$ cat src/sdio_data_pkg.sv
// Shared widths, target numbering and state encodings for the SDIO data control block
package sdio_data_pkg;

  // One data byte
  typedef logic [7:0] byte_t;

  // Byte count or block count
  typedef logic [12:0] xfer_cnt_t;

  // Register address within a function
  typedef logic [17:0] sdio_addr_t;

  // Function number taken from the command
  typedef logic [3:0] func_sel_t;

  // CIA, function 1, function 2 and memory
  localparam int N_TARGETS = 4;

  typedef logic [1:0] target_idx_t;
  typedef logic [N_TARGETS-1:0] target_vec_t;

  localparam target_idx_t MEM_TARGET = 2'd3;

  // Byte mode treats a zero count as a full 512 byte transfer
  localparam xfer_cnt_t DEFAULT_BYTE_CNT = 13'd512;

  typedef enum logic [2:0] {
    SEQ_IDLE,
    SEQ_CONFIG,
    SEQ_ACTIVATE,
    SEQ_WAIT_FOR_PHY,
    SEQ_FINISHED
  } seq_state_t;

  typedef enum logic [1:0] {
    PORT_IDLE,
    PORT_WRITE,
    PORT_READ,
    PORT_DONE
  } port_state_t;

endpackage

$ cat src/seq_link_if.sv
// Link between the transfer sequencer and the function router
`timescale 1ns/1ps

interface seq_link_if;

  // Router side: one strobe per byte moved, block size of the selected target
  logic                      byte_stb;
  sdio_data_pkg::xfer_cnt_t  block_size;

  // Sequencer side: host ready level and PHY activate
  logic                      data_rdy;
  logic                      phy_activate;

  modport sequencer (
    input  byte_stb,
    input  block_size,
    output data_rdy,
    output phy_activate
  );

  modport router (
    output byte_stb,
    output block_size,
    input  data_rdy,
    input  phy_activate
  );

endinterface

$ cat src/transfer_sequencer.sv
// Byte and block mode transfer sequencer with byte, block and address counters
`timescale 1ns/1ps

module transfer_sequencer (
  input  logic                        clk,
  input  logic                        rst,

  input  logic                        i_activate,
  input  logic                        i_block_mode_flg,
  input  logic                        i_inc_addr_flg,
  input  sdio_data_pkg::xfer_cnt_t    i_data_cnt,
  input  sdio_data_pkg::sdio_addr_t   i_cmd_address,
  input  logic                        i_data_phy_finished,

  seq_link_if.sequencer               link,

  output sdio_data_pkg::xfer_cnt_t    o_total_data_cnt,
  output sdio_data_pkg::sdio_addr_t   o_address,
  output logic                        o_finished
);

  sdio_data_pkg::seq_state_t  state;
  sdio_data_pkg::xfer_cnt_t   byte_cnt;
  sdio_data_pkg::xfer_cnt_t   block_cnt;
  sdio_data_pkg::xfer_cnt_t   total_block_cnt;
  // Block mode with zero count, runs until activate drops
  logic                       continuous;
  sdio_data_pkg::xfer_cnt_t   block_byte_cnt;

  // Bytes in the next block or in the single byte mode transfer
  always_comb begin
    if (i_block_mode_flg) begin
      block_byte_cnt = link.block_size;
    end else if (i_data_cnt == '0) begin
      block_byte_cnt = sdio_data_pkg::DEFAULT_BYTE_CNT;
    end else begin
      block_byte_cnt = i_data_cnt;
    end
  end

  always_ff @(posedge clk) begin
    if (rst) begin
      state             <= sdio_data_pkg::SEQ_IDLE;
      byte_cnt          <= '0;
      block_cnt         <= '0;
      total_block_cnt   <= '0;
      continuous        <= 1'b0;
      o_total_data_cnt  <= '0;
      o_address         <= '0;
      o_finished        <= 1'b0;
      link.data_rdy     <= 1'b0;
      link.phy_activate <= 1'b0;
    end else begin
      case (state)
        sdio_data_pkg::SEQ_IDLE: begin
          byte_cnt          <= '0;
          block_cnt         <= '0;
          o_total_data_cnt  <= '0;
          o_finished        <= 1'b0;
          link.data_rdy     <= 1'b0;
          link.phy_activate <= 1'b0;
          o_address         <= i_cmd_address;
          continuous        <= i_block_mode_flg && (i_data_cnt == '0);
          total_block_cnt   <= i_block_mode_flg ? i_data_cnt : '0;
          if (i_activate) begin
            state <= sdio_data_pkg::SEQ_CONFIG;
          end
        end

        // One cycle to latch the size of the coming block
        sdio_data_pkg::SEQ_CONFIG: begin
          byte_cnt          <= '0;
          o_total_data_cnt  <= block_byte_cnt;
          link.data_rdy     <= 1'b1;
          link.phy_activate <= 1'b1;
          if (i_block_mode_flg && !continuous) begin
            block_cnt <= block_cnt + 1'b1;
          end
          state <= sdio_data_pkg::SEQ_ACTIVATE;
        end

        sdio_data_pkg::SEQ_ACTIVATE: begin
          if (byte_cnt < o_total_data_cnt) begin
            if (link.byte_stb) begin
              byte_cnt <= byte_cnt + 1'b1;
              if (i_inc_addr_flg) begin
                o_address <= o_address + 1'b1;
              end
            end
          end else begin
            link.data_rdy <= 1'b0;
            if (i_block_mode_flg) begin
              state <= sdio_data_pkg::SEQ_WAIT_FOR_PHY;
            end else begin
              state <= sdio_data_pkg::SEQ_FINISHED;
            end
          end
        end

        // PHY still sends the CRC and busy phase of the block
        sdio_data_pkg::SEQ_WAIT_FOR_PHY: begin
          if (i_data_phy_finished) begin
            link.phy_activate <= 1'b0;
            if (continuous || (block_cnt < total_block_cnt)) begin
              state <= sdio_data_pkg::SEQ_CONFIG;
            end else begin
              state <= sdio_data_pkg::SEQ_FINISHED;
            end
          end
        end

        sdio_data_pkg::SEQ_FINISHED: begin
          link.phy_activate <= 1'b0;
          o_finished        <= 1'b1;
        end

        default: begin
          state <= sdio_data_pkg::SEQ_FINISHED;
        end
      endcase

      // Dropping activate cancels the transfer from any state
      if (!i_activate) begin
        state             <= sdio_data_pkg::SEQ_IDLE;
        link.data_rdy     <= 1'b0;
        link.phy_activate <= 1'b0;
      end
    end
  end

  a_rdy_in_activate: assert property (@(posedge clk) disable iff (rst)
    link.data_rdy |-> (state == sdio_data_pkg::SEQ_ACTIVATE));

  a_cnt_in_range: assert property (@(posedge clk) disable iff (rst)
    byte_cnt <= o_total_data_cnt);

endmodule

$ cat src/cmd_byte_port.sv
// Single byte reader and writer for transfers owned by the command bus
`timescale 1ns/1ps

module cmd_byte_port (
  input  logic  clk,
  input  logic  rst,

  input  logic  i_cmd_bus_sel,
  input  logic  i_activate,
  input  logic  i_write_flg,
  input  logic  i_com_rdy,
  input  logic  i_tgt_rd_stb,

  output logic  o_cmd_wr_stb
);

  sdio_data_pkg::port_state_t state;

  always_ff @(posedge clk) begin
    if (rst) begin
      state        <= sdio_data_pkg::PORT_IDLE;
      o_cmd_wr_stb <= 1'b0;
    end else begin
      o_cmd_wr_stb <= 1'b0;
      case (state)
        sdio_data_pkg::PORT_IDLE: begin
          if (i_cmd_bus_sel && i_activate) begin
            if (i_write_flg) begin
              state <= sdio_data_pkg::PORT_WRITE;
            end else begin
              state <= sdio_data_pkg::PORT_READ;
            end
          end
        end

        // Target and sequencer both ready, push the byte
        sdio_data_pkg::PORT_WRITE: begin
          if (i_com_rdy) begin
            o_cmd_wr_stb <= 1'b1;
            state        <= sdio_data_pkg::PORT_DONE;
          end
        end

        // Target presents the byte with its read strobe
        sdio_data_pkg::PORT_READ: begin
          if (i_tgt_rd_stb) begin
            state <= sdio_data_pkg::PORT_DONE;
          end
        end

        sdio_data_pkg::PORT_DONE: begin
          if (!i_activate) begin
            state <= sdio_data_pkg::PORT_IDLE;
          end
        end

        default: begin
          state <= sdio_data_pkg::PORT_DONE;
        end
      endcase

      // Abort while still waiting
      if (!i_activate) begin
        state <= sdio_data_pkg::PORT_IDLE;
      end
    end
  end

  a_single_wr_stb: assert property (@(posedge clk) disable iff (rst)
    o_cmd_wr_stb |=> !o_cmd_wr_stb);

endmodule

$ cat src/function_router.sv
// Target decode and data muxes between the command bus, the data PHY and the targets
`timescale 1ns/1ps

module function_router (
  input  logic                                                    clk,
  input  logic                                                    rst,

  // Command side
  input  logic                                                    i_cmd_bus_sel,
  input  logic                                                    i_mem_sel,
  input  sdio_data_pkg::func_sel_t                                i_func_sel,
  input  logic                                                    i_activate,
  input  logic                                                    i_cmd_wr_stb,
  input  sdio_data_pkg::byte_t                                    i_cmd_wr_data,

  // Data PHY
  input  logic                                                    i_phy_wr_stb,
  input  sdio_data_pkg::byte_t                                    i_phy_wr_data,

  // Targets
  input  sdio_data_pkg::target_vec_t                              i_tgt_rd_stb,
  input  sdio_data_pkg::byte_t     [sdio_data_pkg::N_TARGETS-1:0] i_tgt_rd_data,
  input  sdio_data_pkg::target_vec_t                              i_tgt_com_rdy,
  input  sdio_data_pkg::xfer_cnt_t [sdio_data_pkg::N_TARGETS-1:0] i_tgt_block_size,

  seq_link_if.router                                              link,

  output logic                                                    o_sel_rd_stb,
  output logic                                                    o_com_rdy,

  output sdio_data_pkg::byte_t                                    o_cmd_rd_data,

  output logic                                                    o_phy_rd_stb,
  output sdio_data_pkg::byte_t                                    o_phy_rd_data,
  output logic                                                    o_phy_com_rdy,
  output logic                                                    o_phy_activate,

  output sdio_data_pkg::target_vec_t                              o_tgt_wr_stb,
  output sdio_data_pkg::byte_t     [sdio_data_pkg::N_TARGETS-1:0] o_tgt_wr_data,
  output sdio_data_pkg::target_vec_t                              o_tgt_hst_rdy,
  output sdio_data_pkg::target_vec_t                              o_tgt_activate
);

  sdio_data_pkg::target_idx_t tgt_idx;
  logic                       tgt_valid;
  logic                       wr_stb;
  sdio_data_pkg::byte_t       wr_data;
  logic                       sel_rd_stb;
  sdio_data_pkg::byte_t       sel_rd_data;
  logic                       sel_com_rdy;

  // Memory wins over the function number, functions 3 to 15 have no target
  always_comb begin
    tgt_valid = 1'b0;
    tgt_idx   = '0;
    if (i_mem_sel) begin
      tgt_valid = 1'b1;
      tgt_idx   = sdio_data_pkg::MEM_TARGET;
    end else if (i_func_sel < 4'd3) begin
      tgt_valid = 1'b1;
      tgt_idx   = i_func_sel[1:0];
    end
  end

  // Write source
  assign wr_stb  = i_cmd_bus_sel ? i_cmd_wr_stb  : i_phy_wr_stb;
  assign wr_data = i_cmd_bus_sel ? i_cmd_wr_data : i_phy_wr_data;

  // Toward the targets, only the selected one sees traffic
  always_comb begin
    o_tgt_wr_stb   = '0;
    o_tgt_wr_data  = '0;
    o_tgt_hst_rdy  = '0;
    o_tgt_activate = '0;
    if (tgt_valid) begin
      o_tgt_wr_stb[tgt_idx]   = wr_stb;
      o_tgt_wr_data[tgt_idx]  = wr_data;
      o_tgt_hst_rdy[tgt_idx]  = link.data_rdy;
      o_tgt_activate[tgt_idx] = i_activate;
    end
  end

  // Back from the selected target
  assign sel_rd_stb  = tgt_valid & i_tgt_rd_stb[tgt_idx];
  assign sel_rd_data = tgt_valid ? i_tgt_rd_data[tgt_idx] : '0;
  assign sel_com_rdy = tgt_valid & i_tgt_com_rdy[tgt_idx] & link.data_rdy;

  assign link.byte_stb   = (tgt_valid & wr_stb) | sel_rd_stb;
  assign link.block_size = tgt_valid ? i_tgt_block_size[tgt_idx] : '0;

  assign o_sel_rd_stb = sel_rd_stb;
  assign o_com_rdy    = sel_com_rdy;

  assign o_cmd_rd_data = i_cmd_bus_sel ? sel_rd_data : '0;

  // PHY side is silent while the command bus owns the path
  assign o_phy_rd_stb   = !i_cmd_bus_sel & sel_rd_stb;
  assign o_phy_rd_data  = i_cmd_bus_sel ? '0 : sel_rd_data;
  assign o_phy_com_rdy  = !i_cmd_bus_sel & sel_com_rdy;
  assign o_phy_activate = !i_cmd_bus_sel & link.phy_activate;

  a_one_target: assert property (@(posedge clk) disable iff (rst)
    $onehot0(o_tgt_activate));

endmodule

$ cat src/sdio_data_control.sv
// SDIO data control top level joining sequencer, command byte port and function router
`timescale 1ns/1ps

module sdio_data_control (
  input  logic                                                    clk,
  input  logic                                                    rst,

  input  logic                                                    i_write_flg,
  input  logic                                                    i_block_mode_flg,
  input  sdio_data_pkg::xfer_cnt_t                                i_data_cnt,
  output sdio_data_pkg::xfer_cnt_t                                o_total_data_cnt,

  input  logic                                                    i_inc_addr_flg,
  input  sdio_data_pkg::sdio_addr_t                               i_cmd_address,
  output sdio_data_pkg::sdio_addr_t                               o_address,

  input  logic                                                    i_activate,
  output logic                                                    o_finished,

  input  logic                                                    i_cmd_bus_sel,
  input  logic                                                    i_mem_sel,
  input  sdio_data_pkg::func_sel_t                                i_func_sel,

  // Command bus
  input  sdio_data_pkg::byte_t                                    i_cmd_wr_data,
  output sdio_data_pkg::byte_t                                    o_cmd_rd_data,

  // Data PHY
  input  logic                                                    i_data_phy_wr_stb,
  input  sdio_data_pkg::byte_t                                    i_data_phy_wr_data,
  output logic                                                    o_data_phy_rd_stb,
  output sdio_data_pkg::byte_t                                    o_data_phy_rd_data,
  output logic                                                    o_data_phy_com_rdy,
  output logic                                                    o_data_phy_activate,
  input  logic                                                    i_data_phy_finished,

  // Targets, indexed CIA, function 1, function 2, memory
  output sdio_data_pkg::target_vec_t                              o_tgt_wr_stb,
  output sdio_data_pkg::byte_t     [sdio_data_pkg::N_TARGETS-1:0] o_tgt_wr_data,
  input  sdio_data_pkg::target_vec_t                              i_tgt_rd_stb,
  input  sdio_data_pkg::byte_t     [sdio_data_pkg::N_TARGETS-1:0] i_tgt_rd_data,
  output sdio_data_pkg::target_vec_t                              o_tgt_hst_rdy,
  input  sdio_data_pkg::target_vec_t                              i_tgt_com_rdy,
  output sdio_data_pkg::target_vec_t                              o_tgt_activate,
  input  sdio_data_pkg::xfer_cnt_t [sdio_data_pkg::N_TARGETS-1:0] i_tgt_block_size
);

  logic tgt_rd_stb;
  logic com_rdy;
  logic cmd_wr_stb;

  seq_link_if link ();

  transfer_sequencer u_seq (
    .clk                 (clk),
    .rst                 (rst),
    .i_activate          (i_activate),
    .i_block_mode_flg    (i_block_mode_flg),
    .i_inc_addr_flg      (i_inc_addr_flg),
    .i_data_cnt          (i_data_cnt),
    .i_cmd_address       (i_cmd_address),
    .i_data_phy_finished (i_data_phy_finished),
    .link                (link.sequencer),
    .o_total_data_cnt    (o_total_data_cnt),
    .o_address           (o_address),
    .o_finished          (o_finished)
  );

  cmd_byte_port u_port (
    .clk           (clk),
    .rst           (rst),
    .i_cmd_bus_sel (i_cmd_bus_sel),
    .i_activate    (i_activate),
    .i_write_flg   (i_write_flg),
    .i_com_rdy     (com_rdy),
    .i_tgt_rd_stb  (tgt_rd_stb),
    .o_cmd_wr_stb  (cmd_wr_stb)
  );

  function_router u_router (
    .clk              (clk),
    .rst              (rst),
    .i_cmd_bus_sel    (i_cmd_bus_sel),
    .i_mem_sel        (i_mem_sel),
    .i_func_sel       (i_func_sel),
    .i_activate       (i_activate),
    .i_cmd_wr_stb     (cmd_wr_stb),
    .i_cmd_wr_data    (i_cmd_wr_data),
    .i_phy_wr_stb     (i_data_phy_wr_stb),
    .i_phy_wr_data    (i_data_phy_wr_data),
    .i_tgt_rd_stb     (i_tgt_rd_stb),
    .i_tgt_rd_data    (i_tgt_rd_data),
    .i_tgt_com_rdy    (i_tgt_com_rdy),
    .i_tgt_block_size (i_tgt_block_size),
    .link             (link.router),
    .o_sel_rd_stb     (tgt_rd_stb),
    .o_com_rdy        (com_rdy),
    .o_cmd_rd_data    (o_cmd_rd_data),
    .o_phy_rd_stb     (o_data_phy_rd_stb),
    .o_phy_rd_data    (o_data_phy_rd_data),
    .o_phy_com_rdy    (o_data_phy_com_rdy),
    .o_phy_activate   (o_data_phy_activate),
    .o_tgt_wr_stb     (o_tgt_wr_stb),
    .o_tgt_wr_data    (o_tgt_wr_data),
    .o_tgt_hst_rdy    (o_tgt_hst_rdy),
    .o_tgt_activate   (o_tgt_activate)
  );

endmodule

$ cat config.mk
export PLATFORM = sky130hd
export DESIGN_NAME = sdio_data_control
export DESIGN_NICKNAME = d
export VERILOG_FILES = /design/src/sdio_data_pkg.sv /design/src/seq_link_if.sv /design/src/transfer_sequencer.sv /design/src/cmd_byte_port.sv /design/src/function_router.sv /design/src/sdio_data_control.sv
export SDC_FILE = /design/constraint.sdc
export NUM_CORES = 1
export LEC_CHECK = 0
export BUFFER_PORTS_ARGS = -buffer_cell sky130_fd_sc_hd__buf_2
export CELL_PAD_IN_SITES_DETAIL_PLACEMENT = 0
export CELL_PAD_IN_SITES_GLOBAL_PLACEMENT = 1
export CORE_ASPECT_RATIO = 0.7
export CORE_MARGIN = 3
export CORE_UTILIZATION = 25
export DETAILED_ROUTE_END_ITERATION = 6
export PLACE_DENSITY_LB_ADDON = 0.1
export SLEW_MARGIN = 5
export SYNTH_ARGS = -nofsm -noshare
export SYNTH_HDL_FRONTEND = slang
export SYNTH_HIERARCHICAL = 1
export SYNTH_SLANG_ARGS = --single-unit
$ cat constraint.sdc
create_clock -name clk -period 7.8 [get_ports clk]
set_input_delay 1.56 -clock clk [delete_from_list [all_inputs] [get_ports clk]]
set_output_delay 1.56 -clock clk [all_outputs]
set_load 0.005 [all_outputs]
# ---- Word level (Yosys, flattened, before mapping)
# Cells that the tools add are included.
dict set report classes {
  add_sub_neg 3
  order_cmp 5
  n_eq_ne 16
  mux 55
  bitwise 16
  n_reduce_logical 27
}
# cell n
set ops {}
lappend ops {{$mux 13} 8}
lappend ops {{$pmux 13 s2} 3}
lappend ops {{$mux 18} 3}
lappend ops {{$mux 8} 6}
lappend ops {{$pmux 18 s2} 1}
lappend ops {{$and 32x32->32} 1}
lappend ops {{$mux 32} 1}
lappend ops {{$add 13x1->13 const B} 2}
lappend ops {{$bmux 13 s2} 1}
lappend ops {{$lt 13x13->1} 2}
lappend ops {{$add 18x1->18 const B} 1}
lappend ops {{$bmux 8 s2} 1}
lappend ops {{$demux 8 s2} 1}
lappend ops {{$pmux 3 s5} 1}
lappend ops {{$logic_not 13->1} 1}
lappend ops {{$and 4x4->4} 3}
lappend ops {{$mux 2} 6}
lappend ops {{$mux 3} 4}
lappend ops {{$mux 4} 3}
lappend ops {{$ne 2x1->1 const B} 5}
lappend ops {{$mux 1} 9}
lappend ops {{$ne 2x2->1 const B} 4}
lappend ops {{$reduce_and 4->1} 2}
lappend ops {{$reduce_bool 2->1} 4}
lappend ops {{other kinds (25)} 49}
dict set report totals {
  regBits 80
  in_bits 153
  output_inout_bits 95
  elab_cells 134
}

# ---- Longest topological paths before layout
dict set report depth {
  word_depth 10
  mapped_depth 11
  mapped_depth_nobuf 9
}

# ---- Modules after synthesis
# The synthesis kept the hierarchy.
# module n_inst cells_each area_each_um2 seq_area_each_um2
set modules_own_cells {}
lappend modules_own_cells {transfer_sequencer 1 534 4289.1 1541.5}
lappend modules_own_cells {function_router 1 216 1301.2 0.0}
lappend modules_own_cells {cmd_byte_port 1 23 235.2 60.1}

# ---- Worst setup path after synthesis
# OpenSTA, ideal clock, no wires.
dict set report synth_path {
  path_type {input to output}
  startpoint {input port i_func_sel[3]}
  endpoint {output port o_cmd_rd_data[1]}
  arrival_ps 2449
  t_required_ps 6240
  path_slack_ps 3791
  cell_stages 5
  n_path_buf 2
  cell_sequence {or2_2 > clkbuf_1 > buf_2 > o211ai_1 > a31oi_1}
}
dict set report synth_between {
  elab_chain_cells 7
  word_cells_on_any_way 9
  cone_classes {order compare (1); mux (8)}
}
# element line
set synth_lines {}
lappend synth_lines {{start: declaration} sdio_data_control.sv:22} ;# input sdio_data_pkg::func_sel_t i_func_sel,
lappend synth_lines {{$lt 4x2->1 *} function_router.sv:59} ;# end else if (i_func_sel < 4'd3) begin
lappend synth_lines {{$mux 2} function_router.sv:59}
lappend synth_lines {{$mux 2} function_router.sv:56} ;# if (i_mem_sel) begin
lappend synth_lines {{$bmux 8 s2} function_router.sv:85} ;# assign sel_rd_data = tgt_valid ? i_tgt_rd_data[tgt_idx] : '0;
lappend synth_lines {{$mux 8 (not written as such)} function_router.sv:85}
lappend synth_lines {{$mux 8 *} function_router.sv:85}
lappend synth_lines {{$mux 8 *} function_router.sv:94} ;# assign o_cmd_rd_data = i_cmd_bus_sel ? sel_rd_data : '0;
lappend synth_lines {{end: declaration} sdio_data_control.sv:26} ;# output sdio_data_pkg::byte_t o_cmd_rd_data,
# Every way passes the cells marked *; elsewhere a longest branch is shown, timed or not. The select of a mux whose other input is x is not followed.

# ---- Worst setup path in the final report
dict set report layout_path {
  startpoint {input port i_mem_sel}
  endpoint {output port o_tgt_wr_stb[0]}
}
dict set report layout_between {
  elab_chain_cells 7
  word_cells_on_any_way 9
  cone_classes {order compare (2); mux (5); bitwise (1); reduce/logical (1)}
}
# element line
set layout_lines {}
lappend layout_lines {{start: declaration} sdio_data_control.sv:21} ;# input logic i_mem_sel,
lappend layout_lines {{$mux 2} function_router.sv:56}
lappend layout_lines {{$lt 2x3->1 (not written as such) or $ge 2x1->1 (tied branches)} function_router.sv:76} ;# o_tgt_wr_stb[tgt_idx] = wr_stb;
lappend layout_lines {{$logic_and 1x1->1 (not written as such)} function_router.sv:76}
lappend layout_lines {{$mux 1 (not written as such)} function_router.sv:76}
lappend layout_lines {{$demux 1 s2} n/a}
lappend layout_lines {{$and 4x4->4 (no line)} n/a}
lappend layout_lines {{$mux 4 *} function_router.sv:75} ;# if (tgt_valid) begin
lappend layout_lines {{end: declaration} sdio_data_control.sv:38} ;# output sdio_data_pkg::target_vec_t o_tgt_wr_stb,
# Every way passes the cells marked *; elsewhere a longest branch is shown, timed or not.

==> impl_metrics.env <==
export IMPL_outcome="completed"
export IMPL_p_comb_share_pct=20.7
export IMPL_rows=46
export IMPL_grt_max_degree=37
export IMPL_htreeDepth=3
export IMPL_clk_pin_slew_ns=0.07
export IMPL_syn_to_final_growth_pct=30.7
export IMPL_synthCells=773
export IMPL_antenna_left=0
export IMPL_power_density_nw_per_um2=152
export IMPL_cts_hold_buf=0
export IMPL_final_area_um2=7610
export IMPL_synthTopCellsByCount="nor2_1, dfxtp_1, nand2_1"
export IMPL_drc=0
export IMPL_cts_sinks=80
export IMPL_cts_root_buf="clkbuf_16"
export IMPL_critPathMaxFanout=30
export IMPL_gr_total_overflow=0
export IMPL_ys_types=66
export IMPL_grt_pass1_wl_um=36800
export IMPL_cts_tree="done"
export IMPL_dp_hpwl_um=19000
export IMPL_peakVddDrop_uv=97.2
export IMPL_nets=1172
export IMPL_netlist_area_um2=5830
export IMPL_yosys_area_share_simple_pct=26.6
export IMPL_max_cap_violations=0
export IMPL_cts_resized=0
export IMPL_yosys_warnings=6
export IMPL_power_leakage_nw=3.32
export IMPL_syn_num_nets=957
export IMPL_cts_buffers=9
export IMPL_die_area_um2=25200
export IMPL_synth_fa_ha_area_share_pct=6.66
export IMPL_gp_congestion=0.801
export IMPL_synth_edf_count=0
export IMPL_muxShareOfSynthArea_pct=4.06
export IMPL_p_clk_share_pct=40.7
export IMPL_core_um2=22800
export IMPL_synth_most_common_cell="nor2_1"
export IMPL_ys_flop_type="dfxtp_1"
export IMPL_clock_path_buffers=2
export IMPL_finalCritPeriodShare_pct=65.4
export IMPL_seqPwrFrac_pct=38.6
export IMPL_worst_setup_path_end_kind="output port"
export IMPL_postSynth_asyncResetShare_pct=0
export IMPL_worstPathRequired_ns=6.24
export IMPL_dpl_cell_area_um2=7280
export IMPL_cp_arrival_ns=3.54
export IMPL_num_vias=6459
export IMPL_grt_antenna_before_repair=3
export IMPL_nFillCells=2568
export IMPL_critPathLaunchType="input port"
export IMPL_stdcell_count=1308
export IMPL_grt_pass1_vias=6140
export IMPL_hold_viol_final=0
export IMPL_die_h_um=134
export IMPL_yosysTopAreaCell="dfxtp_1"
export IMPL_ff2ff_setup_slack_ns=4.86
export IMPL_die_x_um=188
export IMPL_clock_fmax_mhz=196
export IMPL_ff_latch_area_um2=1600
export IMPL_rsz0062_at_grt="no"
export IMPL_numPortBuffers=247
export IMPL_synth_top_family_by_area="compound AO/OA/AOI/OAI gates"
export IMPL_synthXorXnorAreaFrac_pct=1.78
export IMPL_first_iter_violations=503
export IMPL_start_util_pct=25.6
export IMPL_synth_top_area_share_pct=27.5
export IMPL_switching_share_pct=30.0
export IMPL_final_max_slew_violation_count=0
export IMPL_power_total_mw=1.16
export IMPL_slew_limit_headroom_pct=28.5
export IMPL_firstDrtPassIters=5
export IMPL_finalSetupTns_ns=0
export IMPL_intPower_mw=0.809
export IMPL_critical_path_class="input port to output port"
export IMPL_wl_per_cell_um=18.3
export IMPL_dp_cells=1289
export IMPL_layout_drive_gt1_share_pct=30.6
export IMPL_worst_slack_ns=2.70
export IMPL_syn_avg_cell_area_um2=7.54
export IMPL_multi_input_area_um2=3840
export IMPL_dp_slack_ns=2.64
export IMPL_setup_viol=0
export IMPL_grtUsageTotal_pct=18.7
export IMPL_drt_wl_total_um=23900
export IMPL_synth_seq_cells=80
export IMPL_ys_seq_area_share_pct=27.5
export IMPL_io_pins=248
export IMPL_synth_compound_area_share_pct=26.7
export IMPL_worstSkewPairLatency_ns=0.35
export IMPL_post_cts_buffers=0
export IMPL_synth_area_leaders="dfxtp_1, ha_1, nor2_1"
export IMPL_finalClockSkew_ns=0.0104
export IMPL_min_path_type="flip-flop to flip-flop"
export IMPL_worst_pin_slew_ns=1.07
export IMPL_power_switching_mw=0.346
export IMPL_period_minus_slack_ns=5.10
export IMPL_vias_per_cell=4.94
area by class of cell:
class,instances,share of cell area [%]
Clock buffer,9,2.96
Antenna cell,3,0.0986
Tap cell,312,5.13
Inverter,41,2.02
Clock inverter,7,1.36
Sequential cell,80,21.0
Multi-Input combinational cell,601,50.4
Timing Repair Buffer,255,17.0
layout by cell type (no fill, tap or decap), types with 15 or more instances in the layout:
master and n:
nand3_1 31, o211ai_1 26, inv_1 40, a31oi_1 43
buf_2 247, nand2_1 64, dfxtp_1 80, a22oi_1 15
a21oi_1 43, nor2_1 103, o21ai_0 59, ha_1 31
a32oi_1 16
final timing paths:
check,start,endpoint,depth (start not counted)
worst max-delay path,i_mem_sel,o_tgt_wr_stb[0],5
worst min-delay path,u_seq/total_block_cnt[0],u_seq/total_block_cnt[0],1
worst max register to register,u_seq/o_total_data_cnt[4],u_seq/byte_cnt[7],8
worst min register to register,u_seq/total_block_cnt[0],u_seq/total_block_cnt[0],1
registers in the layout (all words and copies together) (netlist names):
register	cells
u_port/o_cmd_wr_stb	1
u_port/state	2
u_seq/block_cnt	13
u_seq/byte_cnt	13
u_seq/continuous	1
u_seq/link.data_rdy	1
u_seq/link.phy_activate	1
u_seq/o_address	18
u_seq/o_finished	1
u_seq/o_total_data_cnt	13
u_seq/state	3
u_seq/total_block_cnt	13
critical path: stages:
cell      delay, ns
buf_2          0.30
nor4_4         0.80
nand2b_1       0.53
nor2_1         0.22
buf_2          0.13
per-stage QoR:
stage | hold slack [ns] | util [%]
5_1_grt | 0.506 | 33.4
2_1_floorplan | 0.441 | -
3_5_place_dp | 0.460 | 31.9
6_report | 0.476 | 33.4
3_3_place_gp | 0.456 | 31.9
4_1_cts | 0.479 | 33.4
kinds of logic after synthesis:
group           count (synthesis)
fa+ha+maj                      31
compound gates                238
flops                          80
xor+xnor                       11
mux                            22
simple gates                  299
buf+inv                        92
power groups by stage:
stage          registers, mW  logic (mW)  clock network, mW
3_5_place_dp           0.455       0.239                  0
3_3_place_gp           0.455       0.242                  0
4_1_cts                0.445       0.241              0.487
2_1_floorplan          0.449       0.136                  0
5_1_grt                0.448       0.266              0.506
6_report               0.446       0.240              0.470
layer usage:
layer	track usage [%]	vias up	share of wire [%]
li1	-	3287	-
met3	3.50	14	4.4
met4	4.13	0	1.0
met2	28.7	173	45
met5	0	-	0
met1	27.1	2985	50
No activity file was read; power rests on OpenSTA's default activity.
